File: config.mk
export PLATFORM = sky130hd
export DESIGN_NAME = seed_eeprom_top
export DESIGN_NICKNAME = d
export VERILOG_FILES = /design/src/hdl/seed_pkg.sv /design/src/hdl/seed_eeprom_top.sv /design/src/hdl/seed_persistence_manager.sv /design/src/hdl/eeprom_register_helper.sv /design/src/hdl/i2c_byte_engine.sv
export SDC_FILE = /design/constraint.sdc
export NUM_CORES = 1
export LEC_CHECK = 0
export ABC_AREA = 1
export ABC_CLOCK_PERIOD_IN_PS = 3100
export BUFFER_PORTS_ARGS = -buffer_cell sky130_fd_sc_hd__buf_2
export CORE_AREA = 2 2 139 107
export CTS_CLUSTER_DIAMETER = 30
export CTS_CLUSTER_SIZE = 8
export DETAILED_ROUTE_END_ITERATION = 6
export DIE_AREA = 0 0 141 109
export PLACE_DENSITY = 0.78
export SLEW_MARGIN = 10
export SYNTH_ARGS = -nofsm -noshare
export SYNTH_HDL_FRONTEND = slang
export SYNTH_HIERARCHICAL = 1
export SYNTH_SLANG_ARGS = --single-unit
File: constraint.sdc
create_clock -name clk -period 3.1 [get_ports clk]
set_clock_uncertainty 0.2 [all_clocks]
set_input_delay 0.62 -clock clk [delete_from_list [all_inputs] [get_ports clk]]
set_output_delay 0.62 -clock clk [all_outputs]
set_load 0.05 [all_outputs]
File: src/hdl/seed_pkg.sv
package seed_pkg;

	////////////////////////////////////////////////////////////
	// Data widths

	typedef logic [7:0]   byte_t;       // One EEPROM data byte
	typedef logic [127:0] seed_t;       // Assembled RNG seed
	typedef logic [2:0]   addr_pins_t;  // A2..A0 straps of the EEPROM

	////////////////////////////////////////////////////////////
	// EEPROM layout

	localparam int         SEED_BYTES        = 16;      // Burst length
	localparam byte_t      SEED_WORD_ADDR    = 8'hA0;   // Seed lives at A0h..AFh
	localparam logic [3:0] EEPROM_DEV_PREFIX = 4'b1010; // 24C family code

	// Clock cycles per quarter SCL period
	localparam int I2C_QUARTER_CYCLES = 4;

	////////////////////////////////////////////////////////////
	// Helper to byte engine

	typedef enum logic [1:0] {
		OP_START,  // Start or repeated start
		OP_STOP,
		OP_WRITE,  // Byte out, ACK in
		OP_READ    // Byte in, ACK/NACK out
	} i2c_op_t;

	typedef struct packed {
		i2c_op_t op;
		byte_t   wdata;
		logic    nack_last;  // NACK instead of ACK after a read
	} i2c_cmd_t;

	typedef struct packed {
		byte_t rdata;
		logic  ack_seen;     // Slave pulled SDA in the ACK slot
	} i2c_rsp_t;

endpackage
File: src/hdl/seed_eeprom_top.sv
module seed_eeprom_top #(
	parameter seed_pkg::addr_pins_t addr_pins = 3'h0  // EEPROM strap pins
) (
	input  logic            clk,
	input  logic            arst_n,
	input  logic            load_en,
	input  logic            bus_grant,
	input  logic            sda_in,
	output logic            bus_req,
	output logic            bus_done,
	output logic            scl_oe,
	output logic            sda_oe,
	output logic            seed_valid,
	output seed_pkg::seed_t seed,
	output logic            seed_error
);
	import seed_pkg::*;

	////////////////////////////////////////////////////////////
	// Manager to helper

	logic  open;
	logic  ready;
	logic  select;
	logic  rdata_valid;
	byte_t rdata;
	logic  burst_done;
	logic  err;

	// Helper to engine
	logic     cmd_valid;
	i2c_cmd_t cmd;
	logic     rsp_valid;
	i2c_rsp_t rsp;

	seed_persistence_manager i_manager (
		.clk        (clk),
		.arst_n     (arst_n),
		.load_en    (load_en),
		.ready      (ready),
		.rdata_valid(rdata_valid),
		.rdata      (rdata),
		.burst_done (burst_done),
		.err        (err),
		.open       (open),
		.select     (select),
		.seed_valid (seed_valid),
		.seed       (seed),
		.seed_error (seed_error)
	);

	eeprom_register_helper #(
		.addr_pins(addr_pins)
	) i_helper (
		.clk        (clk),
		.arst_n     (arst_n),
		.open       (open),
		.select     (select),
		.bus_grant  (bus_grant),
		.rsp_valid  (rsp_valid),
		.rsp        (rsp),
		.ready      (ready),
		.rdata_valid(rdata_valid),
		.rdata      (rdata),
		.burst_done (burst_done),
		.err        (err),
		.bus_req    (bus_req),
		.bus_done   (bus_done),
		.cmd_valid  (cmd_valid),
		.cmd        (cmd)
	);

	i2c_byte_engine i_engine (
		.clk      (clk),
		.arst_n   (arst_n),
		.cmd_valid(cmd_valid),
		.cmd      (cmd),
		.sda_in   (sda_in),   // Wired-AND line from the pad
		.rsp_valid(rsp_valid),
		.rsp      (rsp),
		.scl_oe   (scl_oe),
		.sda_oe   (sda_oe)
	);

endmodule

File: src/hdl/seed_persistence_manager.sv
module seed_persistence_manager (
	input  logic            clk,
	input  logic            arst_n,
	input  logic            load_en,
	input  logic            ready,
	input  logic            rdata_valid,
	input  seed_pkg::byte_t rdata,
	input  logic            burst_done,
	input  logic            err,
	output logic            open,
	output logic            select,
	output logic            seed_valid,
	output seed_pkg::seed_t seed,
	output logic            seed_error
);
	import seed_pkg::*;

	typedef enum logic [1:0] {
		BOOT_OPEN,   // Waiting on first load
		WAIT_READY,  // Bus requested
		READ,        // Burst running
		IDLE         // Seed held
	} mgr_state_t;

	mgr_state_t state;

	always_ff @(posedge clk or negedge arst_n) begin
		if (!arst_n) begin
			state      <= BOOT_OPEN;
			open       <= 1'b0;
			select     <= 1'b0;
			seed_valid <= 1'b0;
			seed       <= '0;
			seed_error <= 1'b0;
		end else begin
			open       <= 1'b0;
			select     <= 1'b0;
			seed_error <= 1'b0;
			case (state)
				BOOT_OPEN: if (load_en) begin
					open  <= 1'b1;
					state <= WAIT_READY;
				end

				WAIT_READY: if (ready) begin
					select <= 1'b1;   // Burst start
					state  <= READ;
				end

				READ: begin
					// First byte ends up on top
					if (rdata_valid)
						seed <= {seed[$bits(seed_t)-$bits(byte_t)-1:0], rdata};
					if (burst_done) begin
						seed_valid <= 1'b1;
						state      <= IDLE;
					end else if (err) begin
						seed_error <= 1'b1;   // Seed never claimed valid
						state      <= BOOT_OPEN;
					end
				end

				default: if (load_en) begin   // Reload request
					seed_valid <= 1'b0;
					open       <= 1'b1;
					state      <= WAIT_READY;
				end
			endcase
		end
	end

endmodule

File: src/hdl/eeprom_register_helper.sv
module eeprom_register_helper #(
	parameter seed_pkg::addr_pins_t addr_pins = 3'h0
) (
	input  logic               clk,
	input  logic               arst_n,
	input  logic               open,
	input  logic               select,
	input  logic               bus_grant,
	input  logic               rsp_valid,
	input  seed_pkg::i2c_rsp_t rsp,
	output logic               ready,
	output logic               rdata_valid,
	output seed_pkg::byte_t    rdata,
	output logic               burst_done,
	output logic               err,
	output logic               bus_req,
	output logic               bus_done,
	output logic               cmd_valid,
	output seed_pkg::i2c_cmd_t cmd
);
	import seed_pkg::*;

	typedef logic [$clog2(SEED_BYTES + 1)-1:0] count_t;

	typedef enum logic [3:0] {
		H_IDLE,
		H_GRANT,   // bus_req up, waiting on arbiter
		H_READY,   // Bus owned, waiting on select
		H_START,
		H_DEV_W,
		H_WORD,
		H_RSTART,
		H_DEV_R,
		H_READ,
		H_STOP
	} helper_state_t;

	helper_state_t state;
	count_t        remaining;  // Bytes still to read
	logic          abort;      // NACK seen, stop ends with err
	logic          last_read;

	assign ready       = (state == H_READY);
	assign last_read   = (remaining == count_t'(1));
	assign rdata_valid = rsp_valid && (state == H_READ);
	assign rdata       = rsp.rdata;

	////////////////////////////////////////////////////////////
	// Command of the step in flight

	always_comb begin
		cmd = '{op: OP_START, wdata: 8'h00, nack_last: 1'b0};
		case (state)
			H_DEV_W: begin
				cmd.op    = OP_WRITE;
				cmd.wdata = {EEPROM_DEV_PREFIX, addr_pins, 1'b0}; // Write direction
			end
			H_WORD: begin
				cmd.op    = OP_WRITE;
				cmd.wdata = SEED_WORD_ADDR;
			end
			H_DEV_R: begin
				cmd.op    = OP_WRITE;
				cmd.wdata = {EEPROM_DEV_PREFIX, addr_pins, 1'b1}; // Read direction
			end
			H_READ: begin
				cmd.op        = OP_READ;
				cmd.nack_last = last_read;  // NACK ends the burst
			end
			H_STOP:  cmd.op = OP_STOP;
			default: ;                      // START for H_START and H_RSTART
		endcase
	end

	////////////////////////////////////////////////////////////
	// Random read sequencer

	always_ff @(posedge clk or negedge arst_n) begin
		if (!arst_n) begin
			state      <= H_IDLE;
			remaining  <= '0;
			abort      <= 1'b0;
			bus_req    <= 1'b0;
			bus_done   <= 1'b0;
			burst_done <= 1'b0;
			err        <= 1'b0;
			cmd_valid  <= 1'b0;
		end else begin
			cmd_valid  <= 1'b0;
			bus_done   <= 1'b0;
			burst_done <= 1'b0;
			err        <= 1'b0;
			case (state)
				H_IDLE: if (open) begin
					bus_req <= 1'b1;
					state   <= H_GRANT;
				end
				H_GRANT: if (bus_grant)
					state <= H_READY;
				H_READY: if (select) begin
					remaining <= count_t'(SEED_BYTES);
					abort     <= 1'b0;
					cmd_valid <= 1'b1;
					state     <= H_START;
				end
				H_START: if (rsp_valid) begin
					cmd_valid <= 1'b1;
					state     <= H_DEV_W;
				end
				H_DEV_W: if (rsp_valid) begin
					cmd_valid <= 1'b1;
					abort     <= !rsp.ack_seen;
					state     <= rsp.ack_seen ? H_WORD : H_STOP; // Absent device
				end
				H_WORD: if (rsp_valid) begin
					cmd_valid <= 1'b1;
					abort     <= !rsp.ack_seen;
					state     <= rsp.ack_seen ? H_RSTART : H_STOP;
				end
				H_RSTART: if (rsp_valid) begin
					cmd_valid <= 1'b1;
					state     <= H_DEV_R;
				end
				H_DEV_R: if (rsp_valid) begin
					cmd_valid <= 1'b1;
					abort     <= !rsp.ack_seen;
					state     <= rsp.ack_seen ? H_READ : H_STOP;
				end
				H_READ: if (rsp_valid) begin
					remaining <= remaining - 1'b1;
					cmd_valid <= 1'b1;
					if (last_read)
						state <= H_STOP;
				end
				H_STOP: if (rsp_valid) begin
					bus_req  <= 1'b0;   // Bus handed back
					bus_done <= 1'b1;
					if (abort)
						err <= 1'b1;
					else
						burst_done <= 1'b1;
					state <= H_IDLE;
				end
				default: state <= H_IDLE;
			endcase
		end
	end

endmodule

File: src/hdl/i2c_byte_engine.sv
module i2c_byte_engine (
	input  logic               clk,
	input  logic               arst_n,
	input  logic               cmd_valid,
	input  seed_pkg::i2c_cmd_t cmd,
	input  logic               sda_in,
	output logic               rsp_valid,
	output seed_pkg::i2c_rsp_t rsp,
	output logic               scl_oe,   // High pulls SCL low
	output logic               sda_oe    // High pulls SDA low
);
	import seed_pkg::*;

	typedef logic [$clog2(I2C_QUARTER_CYCLES)-1:0] presc_t;

	typedef enum logic [1:0] {
		E_IDLE,
		E_START,
		E_STOP,
		E_BYTE
	} eng_state_t;

	eng_state_t state;
	presc_t     presc;      // Cycle within the quarter
	logic [1:0] qtr;        // Quarter within the bit
	logic [3:0] bit_idx;    // 0..7 data, 8 is the ACK slot
	byte_t      shift;      // Out on writes, in on reads
	logic       is_read;
	logic       nack_last;
	logic       ack_seen;
	logic       busy;
	logic       qtr_first;
	logic       qtr_last;
	logic       sample_en;
	logic       op_end;
	logic       drive_low;  // SDA level for the current bit

	assign busy      = (state != E_IDLE);
	assign qtr_first = busy && (presc == '0);
	assign qtr_last  = busy && (presc == presc_t'(I2C_QUARTER_CYCLES - 1));
	assign sample_en = (state == E_BYTE) && qtr_last && (qtr == 2'd2); // End of SCL high
	assign op_end    = qtr_last && (qtr == 2'd3) && ((state != E_BYTE) || (bit_idx == 4'd8));

	assign rsp.rdata    = shift;
	assign rsp.ack_seen = ack_seen;

	always_comb begin
		if (bit_idx == 4'd8)
			drive_low = is_read && !nack_last; // Master ACK on reads, release on writes
		else
			drive_low = !is_read && !shift[7]; // MSB first
	end

	////////////////////////////////////////////////////////////
	// Prescaler and bit sequencer

	always_ff @(posedge clk or negedge arst_n) begin
		if (!arst_n) begin
			state     <= E_IDLE;
			presc     <= '0;
			qtr       <= '0;
			bit_idx   <= '0;
			scl_oe    <= 1'b0;
			sda_oe    <= 1'b0;
			rsp_valid <= 1'b0;
		end else begin
			rsp_valid <= 1'b0;
			if (!busy) begin
				if (cmd_valid) begin
					presc   <= '0;
					qtr     <= '0;
					bit_idx <= '0;
					case (cmd.op)
						OP_START: state <= E_START;
						OP_STOP:  state <= E_STOP;
						default:  state <= E_BYTE;
					endcase
				end
			end else begin
				presc <= qtr_last ? '0 : presc + 1'b1;

				// Pins move at the start of a quarter
				if (qtr_first) begin
					case (state)
						E_START: begin
							case (qtr)
								2'd0:    sda_oe <= 1'b0; // Release SDA first, repeated start
								2'd1:    scl_oe <= 1'b0;
								2'd2:    sda_oe <= 1'b1; // SDA falls while SCL high
								default: scl_oe <= 1'b1;
							endcase
						end
						E_STOP: begin
							case (qtr)
								2'd0:    sda_oe <= 1'b1; // SCL still low here
								2'd1:    scl_oe <= 1'b0;
								2'd2:    sda_oe <= 1'b0; // SDA rises while SCL high
								default: ;               // Bus idle
							endcase
						end
						default: begin
							case (qtr)
								2'd0:    sda_oe <= drive_low;
								2'd1:    scl_oe <= 1'b0;
								2'd3:    scl_oe <= 1'b1;
								default: ;               // Slave samples
							endcase
						end
					endcase
				end

				if (qtr_last) begin
					qtr <= qtr + 1'b1;
					if (qtr == 2'd3)
						bit_idx <= bit_idx + 1'b1;
				end

				if (op_end) begin
					state     <= E_IDLE;
					rsp_valid <= 1'b1;
				end
			end
		end
	end

	// Byte payload and ACK capture
	always_ff @(posedge clk) begin
		if (!busy && cmd_valid) begin
			shift     <= cmd.wdata;
			is_read   <= (cmd.op == OP_READ);
			nack_last <= cmd.nack_last;
		end else if (sample_en) begin
			if (bit_idx == 4'd8)
				ack_seen <= !sda_in;             // Low means ACK
			else
				shift <= {shift[6:0], sda_in};   // Readback on writes
		end
	end

endmodule

==> metrics <==
status=finished, final reports clean; Placer Congestion=0.917; # placed instances=954; Final Max Slew Viols=0; Tot Pwr=5.64 mW; grt total ovfl=0; Slowest cell on crit path=dfrtp_1; Hold Slack=0.281 ns; DRT Wirelength=15300 um; Leak=5.12 nW; largest net degree at the start of global routing=69; worst-path fanout max=49; Yosys warning count=6; first-pass GRT wire length=25600 um; slowest cell delay on critical path=0.55 ns; Core Footprint=14100 um2; initial antenna violation count=0; post-synthesis sequential area ratio=57.6%; Total Neg Setup Slack=0 ns; height of the die=109 um; # clock sinks=173; post-synth top area share=53.3%; VDD IR-drop max=453 uV; final setup margin=0.629 ns; Fmax=405 MHz; DRC violations left=0; critical path, cell by cell=inv_2, nand2_2, nor2_4, nand2_4, inv_1, nand2_4, buf_4, mux2_2; Pre-antenna DRT Iters=4; vias per cell=5.12; fillers=1076; Util after Layout=63.7%; crit start category=flop; vias in the first global route=5087; power per cell area=628 nW/um2; root buffer cell=clkbuf_16; Via Count=5049; Initial Util=53.9%; Synth-to-Final Area Change=18.2%; CP Capture Type=flop; Unique masters post-synth=33; min-delay worst type=flop to flop; worst slack, placed=0.659 ns; Worst EP arrival=2.58 ns; finished layout cell area=8990 um2; IO Port Bufs=138; mapped cell area=7610 um2; diode count=0; Crit path top cell by count=nand2_4; num rows=38; H-Tree Depth=4; top cells by area, synth=dfrtp_1 53%, mux2_2 16%, nand2_1 5.2%; post-route ant nets=0; unrepaired setup endpoints after global routing=no; CTS tree=built; Initial DRC Count=321; Yosys reg bits=173; Mapped Cells=658; worst skew pair latency=0.43 ns; Die W=141 um; cell taking the most area after synthesis=dfrtp_1; clk slew on worst S/H paths=0.07 ns; All-Layer GR Usage=21.4%; flop-to-flop setup slack=0.63 ns; PostCTS Resize Cnt=0; Rel. slew slack=58.3%; Setup CP Type=flop to flop; # setup viols final=0; endpoints failing hold=0; Post-DP Area=8360 um2; # nets final=818; DIE AREA=15400 um2; share of post-route cells with drive strength above 1=40.1%; ratio of final minimum period to clock period=79.7%; DR WL/cell=15.6 um; Worst-Margin Slew=0.625 ns; HPWL after DPL=10900 um; io pins=139; Syn Area/Cell=11.6 um2; Num CTS Buffers=17; Max clock buf depth=2; Req. time, crit path=3.21 ns; Final Critical Period=2.47 ns; Final Non-Filler Cells=987; Max Cap Viol=0
-- worst max-delay path, delay by kind of cell, from the launching register on --
| kind | cells | cell delay, ns |
|---|---|---|
| buffers and inverters | 3 | 0.52 |
| flip-flops | 1 | 0.55 |
| multiplexers | 1 | 0.37 |
| AND/OR/NAND/NOR | 4 | 0.69 |
-- registers in the layout, summed over array words and instances, names as in the netlist, 2 cells and up --
name / count
i_engine/bit_idx: 4
i_engine/presc: 2
i_engine/qtr: 2
i_engine/shift: 8
i_engine/state: 2
i_helper/remaining: 5
i_helper/state: 4
i_manager/seed: 128
i_manager/state: 2
-- Yosys cell counts --
cell / instances
inv_4: 1
inv_2: 6
nor2_8: 1
edfxtp_1: 11
a21boi_0: 1
a21oi_1: 14
nand3_2: 2
nor2_4: 4
or2_2: 2
clkbuf_1: 1
nand2_4: 3
o211ai_1: 1
nor2_2: 4
o22ai_1: 1
buf_4: 17
xor2_1: 1
nor2_1: 39
nand4_1: 1
buf_6: 12
o21ai_1: 1
mux2_2: 110
inv_1: 58
conb_1: 1
o21ai_0: 33
nand2_2: 10
nand3b_2: 1
nor3_1: 3
nand3_1: 27
buf_2: 4
nand2_1: 106
dfrtp_1: 162
ha_1: 19
a21oi_2: 1
-- power by group --
group / total (mW) / switching, mW / internal, mW
sequential: 2.49 / 0.111 / 2.38
clock: 2.18 / 1.01 / 1.17
combinational: 0.971 / 0.654 / 0.317
-- timing repair --
item                      CTS  global route
hold endpoints to repair    2             0
hold buffers                1             0
setup buffers               0             0
-- kinds of logic (layout without fill, tap and decap cells) --
kind of cell	after synthesis	after routing	share of synthesized area [%]
AO/OA/AOI/OAI	52	52	3.55
XOR/XNOR	1	1	0.115
adder cells (fa/ha/maj)	19	19	3.13
buffers and inverters	99	244	7.01
flip-flops	173	173	57.6
multiplexers	110	110	16.3
other	1	5	0.0493
AND/OR/NAND/NOR	203	203	12.2
-- metal layers --
layer  wire length, um  GRT usage, %  up-vias  share of wire, %
met5                 0             0        -                 0
met4               161          7.14        0               1.0
met3               701          5.14       15               4.6
met2              7400          34.6      138                48
met1              7090          28.8     2471                46
li1                  -             -     2425                 -
-- placed cells by master, fill, tap and decap left out, types with 2 or more instances in the layout --
cell / instances
ha_1: 19
clkbuf_16: 17
nand2_1: 105
a21oi_1: 14
nand2_2: 10
inv_1: 58
conb_1: 5
nand3_2: 2
mux2_2: 110
buf_4: 5
inv_6: 3
nor2_2: 4
buf_12: 3
or2_2: 2
nor2_4: 4
nand3_1: 27
nor2_1: 39
inv_2: 6
nand2_4: 4
inv_8: 5
nor3_1: 3
edfxtp_1: 11
clkinv_8: 3
dfrtp_1: 162
o21ai_0: 33
buf_2: 137
-- final cells by class --
| cell class | instances | area [um2] | share of cell area, % |
|---|---|---|---|
| inverters | 65 | 246 | 2.74 |
| clock buffers | 17 | 425 | 4.73 |
| multi-input cells | 390 | 2710 | 30.2 |
| clock inverters | 15 | 190 | 2.12 |
| flip-flops and latches | 173 | 4380 | 48.8 |
| repair buffers | 147 | 805 | 8.95 |
| well taps | 180 | 225 | 2.51 |
-- final timing paths --
check / endpoint / depth (start not counted) / from
setup / recovery: i_manager/seed[108] / 8 / i_helper/state[1]
hold / removal: i_helper/remaining[4] / 2 / i_helper/remaining[4]
setup reg to reg: i_manager/seed[108] / 8 / i_helper/state[1]
hold reg to reg: i_helper/remaining[4] / 2 / i_helper/remaining[4]
max in group asynchronous: i_manager/seed[28] / 3 / arst_n
min in group asynchronous: i_manager/seed[109] / 2 / arst_n
Power figures use the tool's default switching activity.
